[src/include/axil_config.svh]
`ifndef AXIL_CONFIG_SVH
`define AXIL_CONFIG_SVH

// Byte address width carried on the AW and AR channels
`define AXIL_ADDR_BITS 12

// Width of the W and R data buses
// The strobe has one bit for each byte of this width
`define AXIL_DATA_BITS 32

// Number of data words in the responder memory
// With 32-bit words the valid byte addresses end at 255
`define AXIL_MEM_WORDS 64

// Pipeline depth used by the top level unless it is overridden
`define AXIL_REG_STAGES 2

`endif

[src/logic/axil_pkg.sv]
`default_nettype none

`include "axil_config.svh"

package axil_pkg;

    // Write address channel payload
    // The prot field is carried end to end but has no effect on the memory
    typedef struct packed {
        logic [`AXIL_ADDR_BITS-1:0] addr;
        logic [2:0]                 prot;
    } axil_aw_t;

    // Write data channel payload, one strobe bit per byte lane
    typedef struct packed {
        logic [`AXIL_DATA_BITS-1:0]   data;
        logic [`AXIL_DATA_BITS/8-1:0] strb;
    } axil_w_t;

    // Response codes used on B and R
    // Only OKAY and SLVERR are ever produced by this subsystem
    typedef enum logic [1:0] {
        AXIL_OKAY   = 2'b00,
        AXIL_SLVERR = 2'b10
    } axil_resp_e;

    // Write response channel payload
    typedef struct packed {
        axil_resp_e resp;
    } axil_b_t;

    // Read address channel payload, same layout as the write address
    typedef struct packed {
        logic [`AXIL_ADDR_BITS-1:0] addr;
        logic [2:0]                 prot;
    } axil_ar_t;

    // Read data channel payload
    typedef struct packed {
        logic [`AXIL_DATA_BITS-1:0] data;
        axil_resp_e                 resp;
    } axil_r_t;

    // Memory responder FSM states
    typedef enum logic [1:0] {
        RS_IDLE,
        RS_WRITE_RESP,
        RS_READ_RESP
    } resp_state_e;

endpackage

`default_nettype wire

[src/logic/ready_enable_fifo.sv]
`timescale 1ns/100ps
`default_nettype none

module ready_enable_fifo
#(
    parameter int N_DATA_BITS = 32
)
(
    input  wire logic                   clk,
    input  wire logic                   reset,

    input  wire logic                   enable_from_src,
    input  wire logic [N_DATA_BITS-1:0] data_from_src,
    output logic                        ready_to_src,

    output logic                        enable_to_dst,
    output logic [N_DATA_BITS-1:0]      data_to_dst,
    input  wire logic                   ready_from_dst
);

    // Two storage slots used as a tiny circular buffer
    logic [N_DATA_BITS-1:0] data_q [2];
    logic                   wr_ptr;
    logic                   rd_ptr;
    // Number of occupied slots, 0 to 2
    logic [1:0]             count;
    logic                   push;
    logic                   pop;

    // Ready comes only from the registered occupancy, so the source never
    // sees a combinational path back from the destination ready
    assign ready_to_src = (count != 2'd2);
    assign enable_to_dst = (count != 2'd0);
    // Head of the buffer is always presented to the destination
    assign data_to_dst = data_q[rd_ptr];

    assign push = enable_from_src && ready_to_src;
    assign pop = enable_to_dst && ready_from_dst;

    always_ff @(posedge clk)
    begin
        if (reset)
        begin
            wr_ptr <= 1'b0;
            rd_ptr <= 1'b0;
            count <= 2'd0;
        end
        else
        begin
            if (push)
                wr_ptr <= ~wr_ptr;
            if (pop)
                rd_ptr <= ~rd_ptr;
            // A simultaneous push and pop leaves the occupancy unchanged
            count <= count + {1'b0, push} - {1'b0, pop};
        end
    end

    always_ff @(posedge clk)
    begin
        if (push)
            data_q[wr_ptr] <= data_from_src;
    end

    // An offered item must stay put until the destination takes it
    assert property (@(posedge clk) disable iff (reset)
        enable_to_dst && !ready_from_dst |=> enable_to_dst && $stable(data_to_dst));

    // When full and stalled the buffer takes no item, so both pointers stay on one slot
    assert property (@(posedge clk) disable iff (reset)
        (count == 2'd2) && !ready_from_dst |=> (count == 2'd2) && (wr_ptr == rd_ptr));

endmodule

`default_nettype wire

[src/logic/axil_reg_pipe.sv]
`timescale 1ns/100ps
`default_nettype none

module axil_reg_pipe
#(
    parameter int N_REG_STAGES = 1
)
(
    input  wire logic               clk,
    input  wire logic               reset,

    // Master side
    input  wire axil_pkg::axil_aw_t aw,
    input  wire logic               aw_valid,
    output logic                    aw_ready,
    input  wire axil_pkg::axil_w_t  w,
    input  wire logic               w_valid,
    output logic                    w_ready,
    output axil_pkg::axil_b_t       b,
    output logic                    b_valid,
    input  wire logic               b_ready,
    input  wire axil_pkg::axil_ar_t ar,
    input  wire logic               ar_valid,
    output logic                    ar_ready,
    output axil_pkg::axil_r_t       r,
    output logic                    r_valid,
    input  wire logic               r_ready,

    // Slave side
    output axil_pkg::axil_aw_t      s_aw,
    output logic                    s_aw_valid,
    input  wire logic               s_aw_ready,
    output axil_pkg::axil_w_t       s_w,
    output logic                    s_w_valid,
    input  wire logic               s_w_ready,
    input  wire axil_pkg::axil_b_t  s_b,
    input  wire logic               s_b_valid,
    output logic                    s_b_ready,
    output axil_pkg::axil_ar_t      s_ar,
    output logic                    s_ar_valid,
    input  wire logic               s_ar_ready,
    input  wire axil_pkg::axil_r_t  s_r,
    input  wire logic               s_r_valid,
    output logic                    s_r_ready
);

    import axil_pkg::*;

    genvar s;
    generate
        if (N_REG_STAGES == 0)
        begin : wires
            // No stages requested, so every channel passes straight through
            assign s_aw = aw;
            assign s_aw_valid = aw_valid;
            assign aw_ready = s_aw_ready;
            assign s_w = w;
            assign s_w_valid = w_valid;
            assign w_ready = s_w_ready;
            assign b = s_b;
            assign b_valid = s_b_valid;
            assign s_b_ready = b_ready;
            assign s_ar = ar;
            assign s_ar_valid = ar_valid;
            assign ar_ready = s_ar_ready;
            assign r = s_r;
            assign r_valid = s_r_valid;
            assign s_r_ready = r_ready;
        end
        else
        begin : regs
            // Index 0 is the master end of the chain and index N the slave end
            axil_aw_t aw_p [N_REG_STAGES+1];
            axil_w_t  w_p [N_REG_STAGES+1];
            axil_b_t  b_p [N_REG_STAGES+1];
            axil_ar_t ar_p [N_REG_STAGES+1];
            axil_r_t  r_p [N_REG_STAGES+1];
            logic     aw_v [N_REG_STAGES+1];
            logic     w_v [N_REG_STAGES+1];
            logic     b_v [N_REG_STAGES+1];
            logic     ar_v [N_REG_STAGES+1];
            logic     r_v [N_REG_STAGES+1];
            logic     aw_rdy [N_REG_STAGES+1];
            logic     w_rdy [N_REG_STAGES+1];
            logic     b_rdy [N_REG_STAGES+1];
            logic     ar_rdy [N_REG_STAGES+1];
            logic     r_rdy [N_REG_STAGES+1];

            // Tie the two ends of the chain to the module ports
            assign aw_p[0] = aw;
            assign aw_v[0] = aw_valid;
            assign aw_ready = aw_rdy[0];
            assign w_p[0] = w;
            assign w_v[0] = w_valid;
            assign w_ready = w_rdy[0];
            assign b = b_p[0];
            assign b_valid = b_v[0];
            assign b_rdy[0] = b_ready;
            assign ar_p[0] = ar;
            assign ar_v[0] = ar_valid;
            assign ar_ready = ar_rdy[0];
            assign r = r_p[0];
            assign r_valid = r_v[0];
            assign r_rdy[0] = r_ready;

            assign s_aw = aw_p[N_REG_STAGES];
            assign s_aw_valid = aw_v[N_REG_STAGES];
            assign aw_rdy[N_REG_STAGES] = s_aw_ready;
            assign s_w = w_p[N_REG_STAGES];
            assign s_w_valid = w_v[N_REG_STAGES];
            assign w_rdy[N_REG_STAGES] = s_w_ready;
            assign b_p[N_REG_STAGES] = s_b;
            assign b_v[N_REG_STAGES] = s_b_valid;
            assign s_b_ready = b_rdy[N_REG_STAGES];
            assign s_ar = ar_p[N_REG_STAGES];
            assign s_ar_valid = ar_v[N_REG_STAGES];
            assign ar_rdy[N_REG_STAGES] = s_ar_ready;
            assign r_p[N_REG_STAGES] = s_r;
            assign r_v[N_REG_STAGES] = s_r_valid;
            assign s_r_ready = r_rdy[N_REG_STAGES];

            for (s = 1; s <= N_REG_STAGES; s = s + 1)
            begin : p
                // Requests move from index s-1 toward s
                ready_enable_fifo #(.N_DATA_BITS($bits(axil_aw_t))) aw_fifo
                (
                    .clk(clk),
                    .reset(reset),
                    .enable_from_src(aw_v[s-1]),
                    .data_from_src(aw_p[s-1]),
                    .ready_to_src(aw_rdy[s-1]),
                    .enable_to_dst(aw_v[s]),
                    .data_to_dst(aw_p[s]),
                    .ready_from_dst(aw_rdy[s])
                );

                ready_enable_fifo #(.N_DATA_BITS($bits(axil_w_t))) w_fifo
                (
                    .clk(clk),
                    .reset(reset),
                    .enable_from_src(w_v[s-1]),
                    .data_from_src(w_p[s-1]),
                    .ready_to_src(w_rdy[s-1]),
                    .enable_to_dst(w_v[s]),
                    .data_to_dst(w_p[s]),
                    .ready_from_dst(w_rdy[s])
                );

                ready_enable_fifo #(.N_DATA_BITS($bits(axil_ar_t))) ar_fifo
                (
                    .clk(clk),
                    .reset(reset),
                    .enable_from_src(ar_v[s-1]),
                    .data_from_src(ar_p[s-1]),
                    .ready_to_src(ar_rdy[s-1]),
                    .enable_to_dst(ar_v[s]),
                    .data_to_dst(ar_p[s]),
                    .ready_from_dst(ar_rdy[s])
                );

                // Responses travel the other way, from index s back to s-1
                ready_enable_fifo #(.N_DATA_BITS($bits(axil_b_t))) b_fifo
                (
                    .clk(clk),
                    .reset(reset),
                    .enable_from_src(b_v[s]),
                    .data_from_src(b_p[s]),
                    .ready_to_src(b_rdy[s]),
                    .enable_to_dst(b_v[s-1]),
                    .data_to_dst(b_p[s-1]),
                    .ready_from_dst(b_rdy[s-1])
                );

                ready_enable_fifo #(.N_DATA_BITS($bits(axil_r_t))) r_fifo
                (
                    .clk(clk),
                    .reset(reset),
                    .enable_from_src(r_v[s]),
                    .data_from_src(r_p[s]),
                    .ready_to_src(r_rdy[s]),
                    .enable_to_dst(r_v[s-1]),
                    .data_to_dst(r_p[s-1]),
                    .ready_from_dst(r_rdy[s-1])
                );
            end
        end
    endgenerate

endmodule

`default_nettype wire

[src/logic/axil_mem_responder.sv]
`timescale 1ns/100ps
`default_nettype none

`include "axil_config.svh"

module axil_mem_responder
(
    input  wire logic               clk,
    input  wire logic               reset,

    input  wire axil_pkg::axil_aw_t aw,
    input  wire logic               aw_valid,
    output logic                    aw_ready,
    input  wire axil_pkg::axil_w_t  w,
    input  wire logic               w_valid,
    output logic                    w_ready,
    output axil_pkg::axil_b_t       b,
    output logic                    b_valid,
    input  wire logic               b_ready,
    input  wire axil_pkg::axil_ar_t ar,
    input  wire logic               ar_valid,
    output logic                    ar_ready,
    output axil_pkg::axil_r_t       r,
    output logic                    r_valid,
    input  wire logic               r_ready
);

    import axil_pkg::*;

    localparam int IDX_BITS = $clog2(`AXIL_MEM_WORDS);
    localparam int STRB_BITS = `AXIL_DATA_BITS / 8;

    resp_state_e                state;
    logic [`AXIL_DATA_BITS-1:0] mem [`AXIL_MEM_WORDS];
    logic                       write_go;
    logic                       read_go;
    logic                       aw_in_range;
    logic                       ar_in_range;
    logic [IDX_BITS-1:0]        aw_idx;
    logic [IDX_BITS-1:0]        ar_idx;

    // A write needs both AW and W, so each ready waits on the other channel
    // Reads are only taken when no complete write is on offer
    assign aw_ready = (state == RS_IDLE) && w_valid;
    assign w_ready = (state == RS_IDLE) && aw_valid;
    assign ar_ready = (state == RS_IDLE) && !(aw_valid && w_valid);

    assign write_go = aw_valid && aw_ready;
    assign read_go = ar_valid && ar_ready;

    // Word index is the byte address divided by four
    assign aw_idx = aw.addr[IDX_BITS+1:2];
    assign ar_idx = ar.addr[IDX_BITS+1:2];
    // Any address past the last word is an error
    assign aw_in_range = (aw.addr[`AXIL_ADDR_BITS-1:2] < `AXIL_MEM_WORDS);
    assign ar_in_range = (ar.addr[`AXIL_ADDR_BITS-1:2] < `AXIL_MEM_WORDS);

    assign b_valid = (state == RS_WRITE_RESP);
    assign r_valid = (state == RS_READ_RESP);

    always_ff @(posedge clk)
    begin
        if (reset)
            state <= RS_IDLE;
        else
        begin
            case (state)
                RS_IDLE:
                begin
                    if (write_go)
                        state <= RS_WRITE_RESP;
                    else if (read_go)
                        state <= RS_READ_RESP;
                end
                RS_WRITE_RESP:
                begin
                    if (b_ready)
                        state <= RS_IDLE;
                end
                RS_READ_RESP:
                begin
                    if (r_ready)
                        state <= RS_IDLE;
                end
                default:
                    state <= RS_IDLE;
            endcase
        end
    end

    // Memory array and response payloads
    always_ff @(posedge clk)
    begin
        if (write_go)
        begin
            // Only lanes with their strobe bit set are written
            if (aw_in_range)
            begin
                for (int i = 0; i < STRB_BITS; i++)
                begin
                    if (w.strb[i])
                        mem[aw_idx][8*i +: 8] <= w.data[8*i +: 8];
                end
            end
            b.resp <= aw_in_range ? AXIL_OKAY : AXIL_SLVERR;
        end

        if (read_go)
        begin
            r.data <= ar_in_range ? mem[ar_idx] : '0;
            r.resp <= ar_in_range ? AXIL_OKAY : AXIL_SLVERR;
        end
    end

    // Nothing new is accepted while a response is waiting for the master
    assert property (@(posedge clk) disable iff (reset)
        (state != RS_IDLE) |-> !(aw_ready || w_ready || ar_ready));

    // Only one transaction is ever outstanding
    assert property (@(posedge clk) disable iff (reset)
        !(b_valid && r_valid));

endmodule

`default_nettype wire

[src/logic/axil_mem_top.sv]
`timescale 1ns/100ps
`default_nettype none

`include "axil_config.svh"

module axil_mem_top
#(
    parameter int N_REG_STAGES = `AXIL_REG_STAGES
)
(
    input  wire logic               clk,
    input  wire logic               reset,

    input  wire axil_pkg::axil_aw_t aw,
    input  wire logic               aw_valid,
    output logic                    aw_ready,
    input  wire axil_pkg::axil_w_t  w,
    input  wire logic               w_valid,
    output logic                    w_ready,
    output axil_pkg::axil_b_t       b,
    output logic                    b_valid,
    input  wire logic               b_ready,
    input  wire axil_pkg::axil_ar_t ar,
    input  wire logic               ar_valid,
    output logic                    ar_ready,
    output axil_pkg::axil_r_t       r,
    output logic                    r_valid,
    input  wire logic               r_ready
);

    import axil_pkg::*;

    // Channels between the slave end of the pipeline and the memory
    axil_aw_t s_aw;
    axil_w_t  s_w;
    axil_b_t  s_b;
    axil_ar_t s_ar;
    axil_r_t  s_r;
    logic     s_aw_valid;
    logic     s_aw_ready;
    logic     s_w_valid;
    logic     s_w_ready;
    logic     s_b_valid;
    logic     s_b_ready;
    logic     s_ar_valid;
    logic     s_ar_ready;
    logic     s_r_valid;
    logic     s_r_ready;

    axil_reg_pipe #(.N_REG_STAGES(N_REG_STAGES)) pipe
    (
        .clk(clk),
        .reset(reset),
        .aw(aw),
        .aw_valid(aw_valid),
        .aw_ready(aw_ready),
        .w(w),
        .w_valid(w_valid),
        .w_ready(w_ready),
        .b(b),
        .b_valid(b_valid),
        .b_ready(b_ready),
        .ar(ar),
        .ar_valid(ar_valid),
        .ar_ready(ar_ready),
        .r(r),
        .r_valid(r_valid),
        .r_ready(r_ready),
        .s_aw(s_aw),
        .s_aw_valid(s_aw_valid),
        .s_aw_ready(s_aw_ready),
        .s_w(s_w),
        .s_w_valid(s_w_valid),
        .s_w_ready(s_w_ready),
        .s_b(s_b),
        .s_b_valid(s_b_valid),
        .s_b_ready(s_b_ready),
        .s_ar(s_ar),
        .s_ar_valid(s_ar_valid),
        .s_ar_ready(s_ar_ready),
        .s_r(s_r),
        .s_r_valid(s_r_valid),
        .s_r_ready(s_r_ready)
    );

    // The memory sits on the slave end and answers one request at a time
    axil_mem_responder mem
    (
        .clk(clk),
        .reset(reset),
        .aw(s_aw),
        .aw_valid(s_aw_valid),
        .aw_ready(s_aw_ready),
        .w(s_w),
        .w_valid(s_w_valid),
        .w_ready(s_w_ready),
        .b(s_b),
        .b_valid(s_b_valid),
        .b_ready(s_b_ready),
        .ar(s_ar),
        .ar_valid(s_ar_valid),
        .ar_ready(s_ar_ready),
        .r(s_r),
        .r_valid(s_r_valid),
        .r_ready(s_r_ready)
    );

endmodule

`default_nettype wire

[config.mk]
export PLATFORM = sky130hd
export DESIGN_NAME = axil_mem_top
export DESIGN_NICKNAME = d
export VERILOG_FILES = /design/src/logic/axil_pkg.sv /design/src/logic/ready_enable_fifo.sv /design/src/logic/axil_reg_pipe.sv /design/src/logic/axil_mem_responder.sv /design/src/logic/axil_mem_top.sv
export VERILOG_INCLUDE_DIRS = /design/src /design/src/include
export SDC_FILE = /design/constraint.sdc
export NUM_CORES = 2
export LEC_CHECK = 0
export BUFFER_PORTS_ARGS = -buffer_cell sky130_fd_sc_hd__buf_4
export CORE_MARGIN = 4
export CORE_UTILIZATION = 55
export CTS_BUF_LIST = sky130_fd_sc_hd__clkbuf_4 sky130_fd_sc_hd__clkbuf_8
export DETAILED_ROUTE_END_ITERATION = 8
export PLACE_DENSITY = 0.71
export SLEW_MARGIN = 25
export SYNTH_ARGS = -nofsm -noshare
export SYNTH_HDL_FRONTEND = slang
export SYNTH_SLANG_ARGS = --single-unit
[constraint.sdc]
create_clock -name clk -period 3.4 [get_ports clk]
set_input_delay 0.68 -clock clk [delete_from_list [all_inputs] [get_ports clk]]
set_output_delay 0.68 -clock clk [all_outputs]
set_load 0.02 [all_outputs]
Word-level counts from Yosys, hierarchy flattened
Memories as Yosys holds them, arrays and structs flattened. A register that Yosys moved wholly into a read port is not among the register bits.
Cells that the tools add are included.
Operators by class
  add/subtract/negate cells: 20
  magnitude comparators: 2
  equal/unequal tests: 15
  multiplexer cells: 63
  bitwise gates (word level): 20
  reductions and logical operators: 33
Operator list (number)
  two-way mux 1 bit: 56
  adder 2 x 1 -> 2 bit: 10
  < comparator 10 x 7 -> 1 bit, second input constant: 2
  inequality test 2 bit, second input constant: 10
  inverter 1 bit: 20
  nonzero test 2 bit: 10
  subtractor 2 x 1 -> 2 bit: 10
  logical AND 1 bit: 19
  two-way mux 2 bit: 6
  case mux 2 bit (3 select lines): 1
  inequality test 2 x 1 -> 1 bit, second input constant: 2
  inequality test 3 bit, second input constant: 1
  AND reduction 3 bit: 1
  == test 2 x 1 -> 1 bit, second input constant: 1
  == test 2 bit, second input constant: 1
  zero test 1 bit: 2
  zero test 2 bit: 1
Word-level totals
  register bits after elaboration: 46
  memory bits (writable): 2456
  bits of input ports: 73
  output and inout port bits: 41
  memories kept: 11
Memories
  mem.mem: words 64, width 32, rd ports 1, clocked after memory_dff 1, write ports 1, RTL line axil_mem_responder.sv:34  | logic [`AXIL_DATA_BITS-1:0] mem [`AXIL_MEM_WORDS];
  pipe.regs.p[1].w_fifo.data_q: words 2, width 36, rd ports 1, clocked after memory_dff 1, write ports 1, RTL line ready_enable_fifo.sv:22  | logic [N_DATA_BITS-1:0] data_q [2];
  pipe.regs.p[2].w_fifo.data_q: words 2, width 36, rd ports 1, clocked after memory_dff 1, write ports 1, RTL line ready_enable_fifo.sv:22
  pipe.regs.p[1].r_fifo.data_q: words 2, width 34, rd ports 1, clocked after memory_dff 1, write ports 1, RTL line ready_enable_fifo.sv:22
  pipe.regs.p[2].r_fifo.data_q: words 2, width 34, rd ports 1, clocked after memory_dff 1, write ports 1, RTL line ready_enable_fifo.sv:22
  pipe.regs.p[1].ar_fifo.data_q: words 2, width 15, rd ports 1, clocked after memory_dff 1, write ports 1, RTL line ready_enable_fifo.sv:22
  +5 memories

Logic depth before layout (Yosys ltp)
  depth in word-level cells: 8
  gate-level depth with buffers: 10

Cells and area by module
From an unflattened synthesis, not the netlist that was laid out.
Second synthesis, totals
  cell total of the unflattened synthesis: 4515
  area, all modules: 98360.6 um^2
Modules (own cells, without submodules)
  axil_mem_responder: times used 1, cells each 3634, area each 80618.6 um^2
  ready_enable_fifo at pipe.regs.p[1].w_fifo ...: times used 2, cells each 136, area each 2989.1 um^2
  ready_enable_fifo at pipe.regs.p[1].ar_fifo ...: times used 4, cells each 71, area each 1367.6 um^2
  ready_enable_fifo at pipe.regs.p[2].r_fifo: times used 1, cells each 130, area each 2820.2 um^2
  ready_enable_fifo at pipe.regs.p[1].r_fifo: times used 1, cells each 135, area each 2712.6 um^2
  ready_enable_fifo at pipe.regs.p[1].b_fifo ...: times used 2, cells each 30, area each 380.4 um^2

Least setup slack after synthesis
Ideal clock, no wire load.
  path kind: input -> register
  start: input w_valid
  end: memory pipe.regs.p[1].w_fifo.data_q[0][0] (netlist name), enable pin
  setup time: 0.429 ns
  arrival: 2.300 ns
  data required time: 2.971 ns
  setup slack: 0.671 ns
  stages: 2
  buffers on the path: 0
  cells stage by stage: nand2_1 nor2_1
Between the ends
  cells in the longest elaborated chain, start to end: 3
RTL lines
  start, declared: RTL line axil_mem_top.sv:18  | input wire logic w_valid,
  logical AND 1 bit: RTL line ready_enable_fifo.sv:37  | assign push = enable_from_src && ready_to_src;
  two-way mux 1 bit: RTL line ready_enable_fifo.sv:61  | if (push)
  two-way mux 1 bit (not written as such): RTL line ready_enable_fifo.sv:62  | data_q[wr_ptr] <= data_from_src;
  end, declared: RTL line ready_enable_fifo.sv:22
No other way between the ends.

==> reports/metrics.csv <==
stage,metric,value,unit
run_status,status,completed,
power_and_ir_drop,combPwrFrac,32.3,%
worst_setup_path,worst_ep_required_time,4070,ps
routing,drtIter0Drc,6519,
placement,dpl_cell_area,103000,um2
cells_and_area,drive_gt1_share,27.3,%
die,ios,114,
die,fp.coreArea,174000,um2
placement,dp.cells,7814,
sta,setup_violations,0,
synth,netlist_area,96200,um2
synth,synthCells,5235,
global_route,gr-total-overflow,0,
die,die_w,426,um
synth,synth-seq-area-share,77.3,%
power_and_ir_drop,switchingPower,32100,uW
global_route,grt_max_degree,65,
clocking,cts.sinks,2494,
worst_setup_path,cp-end-kind,register,
sta,relSlewSlack,25.1,%
sta,rsz0062_at_grt,no,
power_and_ir_drop,p_int,63700,uW
routing,avgRoutedWirePerCell,28.4,um
die,dieArea,182000,um2
synth,syn_area_per_cell,18.4,um2
worst_setup_path,setup.worst_path.class,reg2reg,
worst_setup_path,critPathMaxFanout,16,
power_and_ir_drop,power_frac_clock,24.9,%
sta,drv_slew,0,
sta,worst_slew_pin_slew,1120,ps
routing,ant_nets,0,
global_route,grt_pass1_wl,352000,um
global_route,grt_usage,26.9,%
clocking,cts_max_level,5,
sta,timing.final.crit_share,99.4,%
cells_and_area,fillers,11800,
placement,dp_hpwl,159000,um
cells_and_area,area_delta_synth_final,15.1,%
power_and_ir_drop,seqPwrFrac,42.8,%
power_and_ir_drop,cellLeakagePower,0.0365,uW
clocking,post_cts_buffers,0,
power_and_ir_drop,ir_drop,0.588,mV
run,maxCapViolations,0,
clocking,cts_made_buffers,397,
cells_and_area,multi_input_area,20600,um2
routing,firstDrtPassIters,6,
clocking,insertion_delay,1080,ps
synth,synth_edf_count,2442,
sta,fmax,296,MHz
placement,gp_congestion,0.985,
power_and_ir_drop,pwr_density_cell,865,nW/um2
cells_and_area,regArea,74400,um2
clocking,cts_root_buf,clkbuf_8,
sta,tns,0,ps
worst_setup_path,startpoint_type,register,
hold_path,hp-class,in2reg,
clocking,cts_tree,built,
clocking,cts.clk_slew.worst_paths,60,ps
synth,synth_cell_types,59,
routing,vias,52400,
cells_and_area,fin_area,111000,um2
hold_path,hp-start,ar_valid,
synth,synth_ff_type,edfxtp_1,
routing,drc,0,
die,rows,153,
global_route,grt_pass1_vias,52100,
sta,fin_crit,3380,ps
sta,skew,65.6,ps
global_route,antenna_found_initial,14,
synth,ys_async_sr_fraction,0,%
worst_setup_path,cp.arrival,4050,ps
clocking,ctsLongestPathBuffers,4,
synth,ys_seq_elements,2494,
die,dieHeight,426,um
cells_and_area,fin_cells,8562,
routing,totalWireLength,243000,um
power_and_ir_drop,switching_share,33.5,%
die,initial_core_util,55.3,%
placement,port_buffers,101,
cells_and_area,nNetsFinal,6039,
routing,viasPerCell,6.12,
power_and_ir_drop,power.total,95800,uW
synth,ys_warn_count,0,
sta,hold_viol_final,0,
==> cells in the mapped netlist (4+ instances only) <==
cell | instances | area [um2]
edfxtp_1 | 2442 | 73300
nand2_1 | 659 | 2470
mux4_2 | 344 | 7750
nor2_1 | 343 | 1290
nand3_1 | 189 | 946
mux2i_1 | 175 | 1750
mux2_2 | 164 | 1850
clkbuf_1 | 152 | 571
buf_2 | 75 | 375
a22oi_1 | 63 | 473
a31oi_1 | 57 | 357
a311oi_1 | 55 | 482
a32oi_1 | 55 | 482
o211ai_1 | 55 | 413
dfxtp_1 | 52 | 1040
a22o_1 | 34 | 298
inv_1 | 34 | 128
buf_1 | 27 | 101
xnor2_1 | 26 | 228
a21oi_1 | 25 | 125
buf_4 | 23 | 173
ha_1 | 19 | 238
nor2b_1 | 18 | 113
o22ai_1 | 17 | 106
buf_6 | 16 | 180
xor2_1 | 14 | 123
nand2b_1 | 10 | 62.6
nor3_1 | 8 | 40.0
nand4_1 | 7 | 43.8
nor4_1 | 7 | 43.8
a221oi_1 | 6 | 52.6
and3_1 | 6 | 37.5
o21ai_0 | 6 | 30.0
o221ai_1 | 4 | 35.0
o32ai_1 | 4 | 35.0
==> sequential cells by signal (all words and copies together) (netlist names), 4 cells and up, named ones only <==
name and flops:
pipe.regs.p.b_fifo.data_q 4, mem.mem 2048, pipe.regs.p.ar_fifo.count 4, pipe.regs.p.w_fifo.data_q 144
pipe.regs.p.w_fifo.count 4, pipe.regs.p.r_fifo.count 4, pipe.regs.p.aw_fifo.count 4, pipe.regs.p.b_fifo.count 4
pipe.regs.p.ar_fifo.data_q 40, pipe.regs.p.aw_fifo.data_q 40, mem.r 33, pipe.regs.p.r_fifo.data_q 132
==> routing by layer <==
| metal | vias to the layer above | global-route usage [%] | wire length [um] |
|---|---|---|---|
| met4 | 8 | 11.5 | 11300 |
| met5 | - | 0 | 49 |
| met1 | 26500 | 36.5 | 90200 |
| met2 | 3028 | 41.2 | 113000 |
| met3 | 631 | 7.80 | 29000 |
| li1 | 22200 | - | - |
==> kinds of logic after synthesis <==
family / after synthesis / synth area share [%]
flops: 2494 / 77.3
simple gates: 1257 / 5.33
mux: 686 / 11.8
compound gates: 411 / 3.28
buf+inv: 327 / 1.59
xor+xnor: 40 / 0.364
fa+ha+maj: 19 / 0.247
other cells: 1 / 0.00390
==> cells in the final DEF, fill, tap and decap left out, types with 7 or more instances in the layout <==
| master | count |
|---|---|
| nor2_4 | 8 |
| nor2_2 | 15 |
| mux4_2 | 344 |
| a311oi_1 | 55 |
| nor4_1 | 7 |
| a22oi_1 | 63 |
| xnor2_1 | 26 |
| mux2_2 | 157 |
| mux2_4 | 7 |
| o211ai_1 | 55 |
| nand2_1 | 654 |
| buf_12 | 57 |
| nor2_1 | 320 |
| ha_1 | 19 |
| a31oi_1 | 56 |
| edfxtp_1 | 2442 |
| a21oi_1 | 24 |
| a32oi_1 | 55 |
| buf_4 | 489 |
| nor3_1 | 8 |
| mux2i_1 | 171 |
| clkbuf_4 | 140 |
| nand3_1 | 189 |
| nor2b_1 | 18 |
| clkbuf_8 | 405 |
| xor2_1 | 14 |
| inv_1 | 34 |
| nand2b_1 | 10 |
| diode_2 | 21 |
| clkinv_2 | 25 |
| a22o_1 | 32 |
| o22ai_1 | 16 |
| dfxtp_1 | 49 |
| nand4_1 | 7 |
| clkinv_1 | 86 |
| dlygate4sd3_1 | 58 |
==> worst max-delay path, stage by stage, from the launching register on <==
cell and delay [ps]:
dfxtp_1 710, mux2_2 510, nor3_1 270, buf_4 210, nand2_1 430, nor2_1 870
==> power groups by stage <==
stage | sequential [uW] | clock, uW | combinational, uW
finish | 41000 | 23800 | 31000
global route | 41100 | 25700 | 32700
CTS | 41000 | 24100 | 30800
detailed placement | 41600 | 0 | 30700
global placement | 41500 | 0 | 30100
floorplan | 40900 | 0 | 18500
==> path summary, 6_finish.rpt <==
path | slack [ps] | endpoint | cells past startpoint
setup / recovery | 20 | mem.mem[51][17] | 5
hold / removal | 80 | pipe.regs.p[1].ar_fifo.wr_ptr | 4
setup reg to reg | 20 | mem.mem[51][17] | 5
hold reg to reg | 440 | pipe.regs.p[2].r_fifo.data_q[1][17] | 0
==> metrics by stage <==
step / util (%) / worst slack [ps] / hold WS (ps)
after floorplan: - / 671 / 421
after global placement: 59.1 / 163 / 424
after detailed placement: 59.1 / 121 / 436
after CTS: 63.6 / 100 / 13.6
after global routing: 63.6 / 0.356 / 45.1
final: 63.7 / 21.3 / 82.5
==> area by class of cell <==
type | instances | share of cell area, %
Clock inverter | 124 | 0.561
Tap cell | 2325 | 2.63
Sequential cell | 2494 | 67.2
Multi-Input combinational cell | 2415 | 18.6
Timing Repair Buffer | 605 | 4.88
Antenna cell | 21 | 0.0475
Inverter | 34 | 0.115
Clock buffer | 544 | 5.98
==> repair_timing <==
| action | 4_1_cts | 5_1_grt |
|---|---|---|
| endpoints found under the hold margin | 114 | 0 |
| hold buffers | 58 | 0 |
| endpoints found under the setup margin | 0 | 107 |
| resized for setup | 0 | 13 |
No activity file was read; power rests on OpenSTA's default activity.
